### src/design/sys_pkg.sv
// Bus widths, address map, register offsets, byte-merge helper and shared enums.
package sys_pkg;

  localparam int unsigned BusAddrWidth  = 32;
  localparam int unsigned BusDataWidth  = 32;
  localparam int unsigned BusByteEnable = 4;
  localparam int unsigned RegAddrWidth  = 8;

  ////////////////////
  // Address map.
  ////////////////////

  localparam logic [BusAddrWidth-1:0] RamBase    = 32'h0000_0000;
  localparam logic [BusAddrWidth-1:0] GpioBase   = 32'h8000_0000;
  localparam logic [BusAddrWidth-1:0] TimerBase  = 32'h8000_1000;
  localparam logic [BusAddrWidth-1:0] RegionMask = 32'h0000_0FFF;

  localparam logic [RegAddrWidth-1:0] GpoOffset       = 8'h00;
  localparam logic [RegAddrWidth-1:0] GpiOffset       = 8'h04;
  localparam logic [RegAddrWidth-1:0] MtimeOffset     = 8'h00;
  localparam logic [RegAddrWidth-1:0] MtimecmpOffset  = 8'h04;
  localparam logic [RegAddrWidth-1:0] TimerCtrlOffset = 8'h08;

  typedef enum logic {OpRead, OpWrite} bus_op_e;
  typedef enum logic [1:0] {DevRam, DevGpio, DevTimer, DevNone} device_e;
  typedef enum logic [1:0] {StIdle, StIssue, StWait, StRespond} bus_state_e;

  // Replace the enabled byte lanes of a word.
  function automatic logic [BusDataWidth-1:0] merge_bytes(
    input logic [BusDataWidth-1:0]  old_word,
    input logic [BusDataWidth-1:0]  new_word,
    input logic [BusByteEnable-1:0] be
  );
    logic [BusDataWidth-1:0] res;
    res = old_word;
    for (int i = 0; i < BusByteEnable; i++) begin
      if (be[i]) begin
        res[i*8 +: 8] = new_word[i*8 +: 8];
      end
    end
    return res;
  endfunction

endpackage
### src/design/req_queue.sv
// Request FIFO with one credit returned per popped entry.
`timescale 1ns/1ps

module req_queue import sys_pkg::*; #(
  parameter int unsigned ReqDepth = 2
) (
  input  logic                     clk_sys_i,
  input  logic                     rst_n_i,
  input  logic                     push_i,
  input  bus_op_e                  op_i,
  input  logic [BusAddrWidth-1:0]  addr_i,
  input  logic [BusDataWidth-1:0]  wdata_i,
  input  logic [BusByteEnable-1:0] be_i,
  input  logic                     pop_i,
  output logic                     valid_o,
  output bus_op_e                  op_o,
  output logic [BusAddrWidth-1:0]  addr_o,
  output logic [BusDataWidth-1:0]  wdata_o,
  output logic [BusByteEnable-1:0] be_o,
  output logic                     credit_o
);

  localparam int unsigned PtrW = (ReqDepth > 1) ? $clog2(ReqDepth) : 1;
  localparam int unsigned CntW = $clog2(ReqDepth + 1);
  localparam logic [PtrW-1:0] LastPtr = PtrW'(ReqDepth - 1);

  bus_op_e                  op_mem   [ReqDepth];
  logic [BusAddrWidth-1:0]  addr_mem [ReqDepth];
  logic [BusDataWidth-1:0]  wdata_mem[ReqDepth];
  logic [BusByteEnable-1:0] be_mem   [ReqDepth];

  logic [PtrW-1:0] wr_ptr_q;
  logic [PtrW-1:0] rd_ptr_q;
  logic [CntW-1:0] count_q;
  logic            do_pop;
  logic            full;

  assign valid_o  = (count_q != '0);
  assign full     = (count_q == CntW'(ReqDepth));
  assign do_pop   = pop_i && valid_o;
  // Each freed entry goes straight back to the host.
  assign credit_o = do_pop;

  assign op_o    = op_mem[rd_ptr_q];
  assign addr_o  = addr_mem[rd_ptr_q];
  assign wdata_o = wdata_mem[rd_ptr_q];
  assign be_o    = be_mem[rd_ptr_q];

  always_ff @(posedge clk_sys_i) begin
    if (push_i) begin
      op_mem[wr_ptr_q]    <= op_i;
      addr_mem[wr_ptr_q]  <= addr_i;
      wdata_mem[wr_ptr_q] <= wdata_i;
      be_mem[wr_ptr_q]    <= be_i;
    end
  end

  always_ff @(posedge clk_sys_i) begin
    if (!rst_n_i) begin
      wr_ptr_q <= '0;
      rd_ptr_q <= '0;
      count_q  <= '0;
    end else begin
      if (push_i) begin
        wr_ptr_q <= (wr_ptr_q == LastPtr) ? '0 : wr_ptr_q + 1'b1;
      end
      if (do_pop) begin
        rd_ptr_q <= (rd_ptr_q == LastPtr) ? '0 : rd_ptr_q + 1'b1;
      end
      count_q <= count_q + CntW'(push_i) - CntW'(do_pop);
    end
  end

  // The host never pushes without a credit.
  a_no_overflow: assert property (@(posedge clk_sys_i) disable iff (!rst_n_i)
    push_i |-> !full);

endmodule

### config.mk
export PLATFORM = sky130hd
export DESIGN_NAME = req_queue
export DESIGN_NICKNAME = d
export VERILOG_FILES = /design/src/design/sys_pkg.sv /design/src/design/req_queue.sv
export SDC_FILE = /design/constraint.sdc
export NUM_CORES = 1
export LEC_CHECK = 0
export BUFFER_PORTS_ARGS = -buffer_cell sky130_fd_sc_hd__buf_2
export CAP_MARGIN = 20
export CORE_MARGIN = 2
export CORE_UTILIZATION = 35
export DETAILED_ROUTE_END_ITERATION = 8
export GPL_TIMING_DRIVEN = 0
export PLACE_DENSITY = 0.64
export SLEW_MARGIN = 20
export SYNTH_ARGS = -nofsm -noshare
export SYNTH_HDL_FRONTEND = slang
export SYNTH_SLANG_ARGS = --single-unit
### constraint.sdc
create_clock -name clk_sys_i -period 8.3 [get_ports clk_sys_i]
set_input_delay 0.415 -clock clk_sys_i [delete_from_list [all_inputs] [get_ports clk_sys_i]]
set_output_delay 0.415 -clock clk_sys_i [all_outputs]
set_load 0.01 [all_outputs]
# Yosys cells after proc, flatten, opt, wreduce, memory -nomap -nowiden
# Memories as Yosys holds them, arrays and structs flattened. A register that Yosys moved wholly into a read port is not among the register bits.
# Cells that the tools add are included.
# word_totals
out_inout_bits,71
mem_count,4
mem_bits_rw,138
ff_bits,4
elab_cells,25
input_bits,73
# mem_list
name,words,width,rd,rd_clocked_by_memory_dff,write_ports,line_no,rtl
addr_mem,2,32,1,1,1,req_queue.sv:28,logic [BusAddrWidth-1:0] addr_mem [ReqDepth];
wdata_mem,2,32,1,1,1,req_queue.sv:29,logic [BusDataWidth-1:0] wdata_mem[ReqDepth];
be_mem,2,4,1,1,1,req_queue.sv:30,logic [BusByteEnable-1:0] be_mem [ReqDepth];
op_mem,2,1,1,1,1,req_queue.sv:27,bus_op_e op_mem [ReqDepth];
# classes
add_sub_neg,4
n_reduce_logical,2
muxes,12
# op_table
cell,n
$mux W1,12
$add A1 B1 Y1 const B,2
$add A2 B1 Y2,1
$reduce_bool A2 Y1,1
$sub A2 B1 Y2,1
$logic_and A1 B1 Y1,1

# Logic depth before layout (Yosys ltp)
# Gate-level depths: netlist of run 1.
# logic_depth
word_depth,4
ltp_mapped,6
ltp_nobuf,6

# Worst setup path before layout of run 1
# Ideal clock, no wire load.
# synth_path
path_kind,input to register
start,input push_i
end,memory addr_mem[0][0] (enable)
path_slack_ns,4.321
path_buffers,0
t_arrival_ns,3.474
required_time_ns,7.794
path_stages,1
setup_time_ns,0.506
cell_sequence,nor2b_1
# synth_between
elab_chain_cells,2
# synth_rtl
item,line_no,rtl
from (decl),req_queue.sv:9,"input logic push_i,"
$mux W1,req_queue.sv:50,if (push_i) begin
$mux W1 (implied by the code),req_queue.sv:52,addr_mem[wr_ptr_q] <= addr_i;
to (decl),req_queue.sv:28,
# No other way between the ends.

==> key figures, run 1 <==
Run status
  • Status: complete, no violations

Timing
  • Worst Tran Pin Value: 584 ps
  • Final setup viols: 0
  • Final min period: 2080 ps
  • Worst Clk Skew: 6.29 ps
  • Final hold slack: 187 ps
  • Fin Setup TNS: 0 ps
  • Final WS setup: 6220 ps
  • RSZ-0062 raised after global routing: no
  • Count of pins over their slew limit: 0
  • Worst slew margin: 61.0%
  • Crit share post-route: 25.0%
  • Max Clock Freq: 0.482 GHz
  • Final Hold Fails: 0

Route
  • Antenna-violating nets left: 0
  • Via count: 2733
  • DRC: 0
  • Post-detailed-route wirelength per cell: 15.6 um
  • DR vias/cell: 4.56
  • DRT Pass-1 Iters: 6
  • Initial DRC Count: 95
  • Final wirelength: 9390 um

Pwr
  • Logic gate share of total power: 18.7%
  • Net Switching: 471 uW
  • Internal Power: 1.47 mW
  • Switching Fraction: 24.3%
  • Sequential Power Share: 43.8%
  • Peak supply drop: 149 uV
  • P per Cell Area: 282 nW/um^2
  • Clk pwr share: 37.5%
  • Lkg Pwr: 2.63 nW

Flow run
  • Max-cap check violation count: 0

Yosys
  • Mux cell area share after synthesis: 15.9%
  • Yosys reg bits: 143
  • Fraction of the yosys area taken by sequential cells: 80.7%
  • Area share of fa/ha/maj cells after synthesis: 0.476%
  • Cell variety after synth: 17
  • Post-Syn Area: 5260 um^2
  • Synth warn: 0
  • Compound-Gate Fraction of Synth Area: 0.286%
  • Post-Syn Nets: 312
  • Syn Inst Count: 237
  • XOR/XNOR Fraction of Synth Area: 0.428%
  • Simple-gate share of the synthesized area: 0.904%
  • Avg Cell Area, Syn: 22.2 um^2
  • Largest family of logic cells by synthesized area: multiplexers

Clock network
  • CTS tree: yes
  • Clock Pin Slew Worst Setup and Hold Paths: 60 ps
  • H-tree levels: 4
  • Clock Latency Late Sink: 410 ps
  • Clock Root Buffer: clkbuf_16
  • CTS Buffer Depth: 2
  • Post-CTS Setup Bufs: 0
  • Post-CTS resize count: 0
  • Clock Sink Count: 143
  • Hold buffers post-CTS: 0
  • Num CTS Buffers: 17

Setup path
  • Setup CP Type: flop to primary output
  • CP endpoint kind: primary output
  • Worst-path fanout max: 10
  • R2R cell count: 3
  • Worst EP arrival: 1660 ps
  • Req. time, crit path: 7890 ps
  • Crit start category: flop

Placed design
  • Pre-CTS setup slack: 6470 ps
  • # port buffers: 143
  • DP HPWL: 6410 um
  • Cells after DPL: 568
  • Gp weighted congestion: 0.671

Floorplanning
  • Core area: 14600 um^2
  • Die height: 127 um
  • Die W: 127 um
  • Starting Density: 36.0%
  • # rows: 44
  • # IOs: 144
  • Die Area: 16000 um^2

Global route
  • GRT Total Usage: 12.1%
  • Aggregate global routing overflow: 0
  • First-pass GRT wire length: 14400 um
  • Number of global-route vias before repair: 2901
  • Initial antenna violation count: 0
  • Pin count of the biggest net entering global routing: 37

Cells and area
  • Seq. cell area: 4240 um^2
  • Syn-to-layout area delta: 31.0%
  • Fill count: 1270
  • Layout cells sized above 1: 61.5%
  • Footprint of the multi-input gates: 955 um^2
  • Non-Filler Instances: 600
  • Diode count: 0
  • NumNets Final: 478

Worst hold path
  • Min-Delay Path Class: input port to flop
  • Hold path depth: 1
registers in the layout, summed over array words and instances (netlist names), named ones only:
register	count
count_q	2
wr_ptr_q	1
addr_mem	64
wdata_mem	64
rd_ptr_q	1
be_mem	8
op_mem	2
power groups by stage:
stage          registers (mW)  clock network, mW  logic [mW]
2_1_floorplan           0.865                  0       0.234
3_3_place_gp            0.869                  0       0.357
3_5_place_dp            0.866                  0       0.371
4_1_cts                 0.851              0.748       0.372
5_1_grt                 0.855              0.779       0.393
6_report                0.851              0.729       0.363
cell type report:
cell class	instances	area share, %
timing repair buffer	147	11.9
inverter	2	0.109
multi-input combinational	84	13.9
tap	184	3.34
clock inverter	14	2.09
sequential	143	61.6
buffer	8	0.908
clock buffer	18	6.23
worst max-delay path, cell delays in order (launching register included):
cell	delay (ps)
dfxtp_1	320
buf_6	130
buf_6	160
buf_8	170
mux2_4	310
buf_2	140
path summary, 6_finish.rpt:
kind,start,to,slack (ps)
max,flop,wdata_o[13],6220
min,addr_i[1],addr_mem[1][1]$_DFFE_PP_,190
max reg2reg,wr_ptr_q$_SDFFE_PN0P_,wdata_mem[0][20]$_DFFE_PP_,6740
min reg2reg,rd_ptr_q$_SDFFE_PN0P_,rd_ptr_q$_SDFFE_PN0P_,500
layout by cell type (no fill, tap or decap):
cell type and instances:
buf_6 2, edfxtp_1 138, clkinvlp_4 3, nand2b_1 1
clkbuf_1 1, mux2_2 59, and2_4 1, or2_2 1
and2_1 1, inv_6 1, o21a_1 2, clkbuf_16 17
nor2b_1 2, nand2_1 1, buf_2 148, xnor3_1 1
bufinv_16 2, inv_1 2, clkinv_1 2, buf_12 1
clkinv_4 4, mux2_4 10, buf_8 1, dfxtp_1 5
buf_16 3, mux2i_1 2, clkinv_2 2, nor2b_4 1
ha_1 2
per-stage QoR:
step | utilization, % | area [um^2] | total power, mW
2_1_floorplan | - | 5260 | 1.10
3_3_place_gp | 42.5 | 6200 | 1.23
3_5_place_dp | 43.3 | 6320 | 1.24
4_1_cts | 47.2 | 6890 | 1.97
5_1_grt | 47.2 | 6890 | 2.03
6_report | 47.2 | 6890 | 1.94
synthesized netlist by cell type:
library cell	instances	area share [%]
inv_1	2	0.14
mux2i_1	2	0.38
o21a_1	2	0.29
nor2b_1	3	0.36
buf_8	1	0.29
nand2_1	1	0.071
xnor3_1	1	0.43
mux2_2	59	13
and2_1	2	0.24
buf_2	5	0.48
edfxtp_1	138	79
buf_6	2	0.43
dfxtp_1	5	1.9
ha_1	2	0.48
nand2b_1	1	0.12
mux2_4	10	2.9
or2_2	1	0.12
per-layer routing:
layer	GRT usage (%)	routed length, um	vias to the layer above
met5	0	0	-
met4	5.62	167	0
met3	5.06	653	13
met2	20.1	4840	86
met1	13.5	3730	1361
li1	-	-	1273
cell families (layout without fill, tap and decap cells):
| family | Yosys count | in the layout |
|---|---|---|
| simple gates | 8 | 8 |
| compound gates | 2 | 2 |
| buf+inv | 10 | 189 |
| flops | 143 | 143 |
| xor+xnor | 1 | 1 |
| mux | 71 | 71 |
| fa+ha+maj | 2 | 2 |
No activity file was read; power rests on OpenSTA's default activity.
==> run 2, diff against run 1 <==
Settings changed: PLACE_DENSITY 0.64 to 0.66.
Clock period 8.3 ns to 1.8 ns, I/O delays scaled along.
==> run 2 against run 1 <==
Net effect: clock-buffer cell count grew 1; critical path type unchanged; highest routed layer unchanged; critical endpoint is now wdata_o[15]; via count grew 8.9%; hold slack lost 110 ps; die area is the same; largest cell class unchanged; sequential cell count is the same.
==> key figures, run 2 (same netlist as run 1, synthesis figures left out) <==
Route
  • DRT Pass-1 Iters: 4 (was 6)
  • DR vias/cell: 4.44 (was 4.56)
  • Via count: 2975 (was 2733)
  • Post-detailed-route wirelength per cell: 15.8 um (was 15.6 um)
  • Final wirelength: 10600 um (was 9390 um)
  • Initial DRC Count: 128 (was 95)
  • Antenna-violating nets left: 0 (unchanged)
  • DRC: 0 (unchanged)

Cells and area
  • Syn-to-layout area delta: 44.4% (was 31.0%)
  • Most common cell after layout, fill and taps aside: buf_2 (unchanged)
  • Non-Filler Instances: 670 (was 600)
  • Most frequent cells in the layout: 143 x buf_2, 138 x edfxtp_1, 70 x dlygate4sd3_1, 59 x mux2_2, 17 x clkbuf_16 (was 148 x buf_2, 138 x edfxtp_1, 59 x mux2_2, 17 x clkbuf_16, 10 x mux2_4)
  • Regs by FF count: addr_mem x64, wdata_mem x64, be_mem x8 (unchanged)
  • Diode count: 0 (unchanged)
  • Core Util, Final: 52.0% (was 47.2%)
  • Final Instance Area: 7590 um^2 (was 6890 um^2)
  • NumNets Final: 548 (was 478)
  • Layout cells sized above 1: 52.1% (was 61.5%)

Global route
  • Initial antenna violation count: 0 (unchanged)
  • GRT Total Usage: 13.8% (was 12.1%)
  • Number of global-route vias before repair: 3279 (was 2901)
  • Aggregate global routing overflow: 0 (unchanged)
  • Pin count of the biggest net entering global routing: 47 (was 37)
  • First-pass GRT wire length: 16500 um (was 14400 um)

Floorplanning
  • # IOs: 144 (unchanged)
  • Die W: 127 um (unchanged)
  • Starting Density: 36.0% (unchanged)
  • # rows: 44 (unchanged)
  • Die Area: 16000 um^2 (unchanged)
  • Die height: 127 um (unchanged)
  • Core area: 14600 um^2 (unchanged)

Clock network
  • Clock Latency Late Sink: 410 ps (about the same)
  • Clock Root Buffer: clkbuf_16 (unchanged)
  • CTS Buffer Depth: 2 (unchanged)
  • H-tree levels: 4 (unchanged)
  • Num CTS Buffers: 17 (unchanged)
  • Clock Pin Slew Worst Setup and Hold Paths: 50 ps (was 60 ps)
  • Post-CTS Setup Bufs: 0 (unchanged)
  • CTS tree: yes (unchanged)
  • Clock Sink Count: 143 (unchanged)

Setup path
  • Crit start category: flop (unchanged)
  • Worst EP arrival: 1610 ps (was 1660 ps)
  • Critical path's slowest cell: dfxtp_1 (unchanged)
  • Req. time, crit path: 1710 ps (was 7890 ps)
  • R2R setup slack: 330 ps (was 6740 ps)
  • Worst-path fanout max: 10 (unchanged)
  • Crit path cell chain: buf_6 > buf_8 > buf_12 > mux2_4 > buf_2 (was buf_6 > buf_6 > buf_8 > mux2_4 > buf_2)
  • Setup CP Type: flop to primary output (unchanged)
  • R2R cell count: 2 (was 3)
  • CP endpoint kind: primary output (unchanged)
  • Max incr delay on CP: 320 ps (about the same)

Placed design
  • # port buffers: 143 (unchanged)
  • Cells after DPL: 568 (unchanged)
  • Gp weighted congestion: 0.680 (was 0.671)
  • Area after DPL: 6320 um^2 (unchanged)
  • DP HPWL: 6600 um (was 6410 um)

Timing
  • Worst Clk Skew: 3.05 ps (was 6.29 ps)
  • Worst Tran Pin Value: 436 ps (was 584 ps)
  • Max Clock Freq: 0.588 GHz
  • Final setup viols: 0 (unchanged)
  • Final min period: 1700 ps
  • Crit share post-route: 94.5%
  • Final Hold Fails: 0 (unchanged)
  • Worst slew margin: 70.8% (was 61.0%)
  • RSZ-0062 raised after global routing: no (unchanged)
  • Count of pins over their slew limit: 0 (unchanged)

Pwr
  • Power after layout: 9.04 mW (was 1.94 mW)
  • P per Cell Area: 1190 nW/um^2 (was 282 nW/um^2)
  • Lkg Pwr: 2.91 nW (was 2.63 nW)
  • Peak supply drop: 754 uV (was 149 uV)

Worst hold path
  • Min-Delay Path Class: input port to flop (unchanged)
  • Hold path depth: 3 (was 1)

Flow run
  • Max-cap check violation count: 0 (unchanged)

Run status
  • Status: complete, no violations (unchanged)
run 2: changes by cell type in the layout (fill, tap and decap cells not counted):
| cell | before | now |
|---|---|---|
| buf_12 | 1 | 2 |
| clkbuf_4 | 0 | 4 |
| clkinv_1 | 2 | 4 |
| buf_2 | 148 | 143 |
| buf_6 | 2 | 1 |
| dlygate4sd3_1 | 0 | 70 |
| clkbuf_1 | 1 | 2 |
| clkinv_4 | 4 | 0 |
| buf_4 | 0 | 1 |
| clkinv_2 | 2 | 3 |
run 2: worst paths after layout:
check                                            from                         to
worst min register to register  rd_ptr_q$_SDFFE_PN0P_      rd_ptr_q$_SDFFE_PN0P_
worst max register to register  wr_ptr_q$_SDFFE_PN0P_  addr_mem[1][31]$_DFFE_PP_
worst min-delay path                           push_i      count_q[0]$_SDFF_PN0_
worst max-delay path                             flop                wdata_o[15]
run 2: area by class of cell:
| class | instances | area [um^2] |
|---|---|---|
| Buffer | 8 | 83.8 |
| Clock buffer | 19 | 433 |
| Clock inverter | 13 | 121 |
| Fill cell | 1170 | 7000 |
| Inverter | 2 | 7.51 |
| Multi-Input combinational cell | 84 | 955 |
| Sequential cell | 143 | 4240 |
| Tap cell | 184 | 230 |
| Timing Repair Buffer | 217 | 1520 |
run 2: per-layer routing:
layer  GRT usage, %  share of wire, %  routed length, um  vias to the layer above
li1               -                 -                  -                     1415
met1           15.6                40               4260                     1457
met2           23.9                53               5570                       93
met3           5.19               5.7                603                       10
met4           4.78               1.3                133                        0
met5              0                 0                  0                        -
run 2: timing repair:
action,CTS,global route
resized for setup,1,6
endpoints found under the setup margin,10,48
pin swaps,0,0
hold buffers,70,0
endpoints found under the hold margin,143,0
run 2: report_power, final:
part	internal, mW	switching (mW)	total (mW)
Clock	2.01	1.25	3.26
Sequential	3.87	0.0571	3.93
Combinational	1.01	0.839	1.85
Total	6.89	2.15	9.04
run 2: worst max-delay path: cells and delay by family, from the launching register on:
family                 cells  cell delay, ps
flip-flops                 1             320
buffers and inverters      4             580
multiplexers               1             300
run 2: stage by stage:
step | setup slack, ps | setup TNS [ps] | hold slack [ps]
CTS | 1.32 | 0 | 51.2
detailed placement | 321 | 0 | 281
floorplan | 14.7 | 0 | 189
global placement | -572 | -65610 | 277
global route | 3.73 | 0 | 87.0
finish | 98.3 | 0 | 76.2
==> run 3, diff against run 2 <==
Settings changed: PLACE_DENSITY 0.66 to unset, PLACE_DENSITY_LB_ADDON set to 0.25.
==> run 3 against run 2 <==
Net effect: first-iteration DRC count down 6.3%; fmax up 0.38%; clock skew up 3.7 ps; non-clock buffer count unchanged; combinational power about the same; clock-buffer cell count up 6; sequential cell count unchanged; final area up 0.28%; worst setup slack better by 6.4 ps; total power up 0.79%; die area unchanged; via count down 1.0%; largest cell class unchanged.
==> key figures, run 3 (same netlist as run 1, synthesis figures left out) <==
Run status
  • Status: complete, no violations (unchanged)

Route
  • Antenna-violating nets left: 0 (unchanged)
  • DRT Pass-1 Iters: 4 (unchanged)
  • Post-detailed-route wirelength per cell: 15.1 um (was 15.8 um)
  • DR vias/cell: 4.40 (was 4.44)
  • DRC: 0 (unchanged)
  • Final wirelength: 10100 um (was 10600 um)
  • Initial DRC Count: 120 (was 128)
  • Via count: 2945 (was 2975)

Worst hold path
  • Min-delay src: push_i (unchanged)
  • Hold path depth: 3 (unchanged)
  • WHS Endpoint: wr_ptr_q$_SDFFE_PN0P_ (was count_q[0]$_SDFF_PN0_)
  • Min-Delay Path Class: input port to flop (unchanged)

Timing
  • Final Hold Fails: 0 (unchanged)
  • Worst Tran Pin Value: 442 ps (was 436 ps)
  • Final setup viols: 0 (unchanged)
  • Count of pins over their slew limit: 0 (unchanged)
  • Max Clock Freq: 0.590 GHz (was 0.588 GHz)
  • Worst Clk Skew: 6.71 ps (was 3.05 ps)
  • Fin Setup TNS: 0 ps (unchanged)
  • RSZ-0062 raised after global routing: no (unchanged)
  • Final min period: 1700 ps (about the same)
  • Crit share post-route: 94.2% (was 94.5%)
  • Worst slew margin: 70.5% (was 70.8%)

Floorplanning
  • Die Area: 16000 um^2 (unchanged)
  • Die W: 127 um (unchanged)
  • Die height: 127 um (unchanged)
  • # IOs: 144 (unchanged)
  • Core area: 14600 um^2 (unchanged)
  • # rows: 44 (unchanged)
  • Starting Density: 36.0% (unchanged)

Pwr
  • Lkg Pwr: 2.93 nW (was 2.91 nW)
  • Peak supply drop: 591 uV (was 754 uV)
  • P per Cell Area: 1200 nW/um^2 (was 1190 nW/um^2)

Setup path
  • Crit start category: flop (unchanged)
  • R2R setup slack: 360 ps (was 330 ps)
  • R2R cell count: 3 (was 2)
  • Req. time, crit path: 1710 ps (about the same)
  • Worst EP arrival: 1610 ps (about the same)
  • Reg-to-reg endpoint: wdata_mem[0][17]$_DFFE_PP_ (was addr_mem[1][31]$_DFFE_PP_)
  • Worst-path fanout max: 10 (unchanged)
  • CP endpoint kind: primary output (unchanged)
  • Reg2reg start: wr_ptr_q$_SDFFE_PN0P_ (unchanged)
  • Setup CP Type: flop to primary output (unchanged)

Placed design
  • Cells after DPL: 568 (unchanged)
  • # port buffers: 143 (unchanged)
  • Gp weighted congestion: 0.647 (was 0.680)
  • DP HPWL: 6380 um (was 6600 um)

Cells and area
  • Most common cell after layout, fill and taps aside: buf_2 (unchanged)
  • Regs by FF count: addr_mem x64, wdata_mem x64, be_mem x8 (unchanged)
  • Non-Filler Instances: 670 (unchanged)
  • Diode count: 0 (unchanged)
  • Fill count: 1243 (was 1170)
  • Layout cells sized above 1: 52.1% (unchanged)
  • Syn-to-layout area delta: 44.8% (was 44.4%)
  • NumNets Final: 548 (unchanged)
  • Most frequent cells in the layout: 143 x buf_2, 138 x edfxtp_1, 70 x dlygate4sd3_1, 59 x mux2_2, 17 x clkbuf_16 (unchanged)

Global route
  • Initial antenna violation count: 0 (unchanged)
  • Pin count of the biggest net entering global routing: 48 (was 47)
  • Number of global-route vias before repair: 3170 (was 3279)
  • GRT Total Usage: 12.8% (was 13.8%)
  • First-pass GRT wire length: 15400 um (was 16500 um)
  • Aggregate global routing overflow: 0 (unchanged)

Clock network
  • Clock Pin Slew Worst Setup and Hold Paths: 50 ps (about the same)
  • H-tree levels: 4 (unchanged)
  • Num CTS Buffers: 17 (unchanged)
  • Clock Root Buffer: clkbuf_16 (unchanged)
  • Clock Sink Count: 143 (unchanged)
  • CTS Buffer Depth: 2 (unchanged)
  • CTS tree: yes (unchanged)
  • Clock Latency Late Sink: 410 ps (about the same)
  • Post-CTS Setup Bufs: 0 (unchanged)

Flow run
  • Max-cap check violation count: 0 (unchanged)
run 3: repair_timing:
item,in CTS,in global routing
endpoints found under the setup margin,1,50
cloned,0,0
resized for setup,2,7
hold buffers,70,0
hold endpoints to repair,143,0
run 3: metal layers:
metal  up-vias  global-route usage, %  wire (um)
li1       1411                      -          -
met1      1432                   14.0       4000
met2        89                   22.0       5320
met3        13                   4.47        585
met4         0                   6.46        192
met5         -                      0          0
run 3: area by class of cell:
cell class	instances	area, um^2	share of cell area [%]
flip-flops and latches	143	4240	55.7
clock buffers	25	475	6.24
well taps	184	230	3.02
inverters	2	7.51	0.0986
plain buffers	8	88.8	1.17
repair buffers	217	1530	20.0
clock inverters	7	87.6	1.15
multi-input cells	84	955	12.5
run 3: worst max-delay path: stages (launching register included):
cell     delay [ps]
dfxtp_1         320
buf_6           140
buf_12          140
buf_12          150
mux2_4          300
buf_2           140
run 3: worst max-delay path by stage:
stage,end,slack (ps),startpoint,cells after the start
after floorplan,addr_mem[0][0]$_DFFE_PP_,10,wr_ptr_q$_SDFFE_PN0P_,1
after global routing,wdata_o[12],7,flop,5
after detailed placement,wdata_mem[0][19]$_DFFE_PP_,320,wr_ptr_q$_SDFFE_PN0P_,3
final,wdata_o[12],100,flop,5
after global placement,be_mem[0][3]$_DFFE_PP_,-610,wr_ptr_q$_SDFFE_PN0P_,1
after CTS,wdata_o[8],5,flop,4
run 3: where the power goes:
group	total [mW]	switching, mW	internal, mW
clock network	3.35	1.24	2.10
logic	1.84	0.821	1.02
registers	3.92	0.0524	3.87
total	9.11	2.12	6.99
run 3: metrics by stage:
step / cell area, um^2 / util (%) / worst slack [ps] / total power [mW] / hold WS (ps)
2_1_floorplan: 5270 / - / 14.7 / 5.06 / 189
3_3_place_gp: 6210 / 42.6 / -613 / 5.65 / 277
3_5_place_dp: 6320 / 43.4 / 315 / 5.72 / 282
4_1_cts: 7600 / 52.1 / 4.70 / 9.24 / 28.4
5_1_grt: 7610 / 52.2 / 6.78 / 9.51 / 55.3
6_report: 7610 / 52.2 / 105 / 9.11 / 49.9
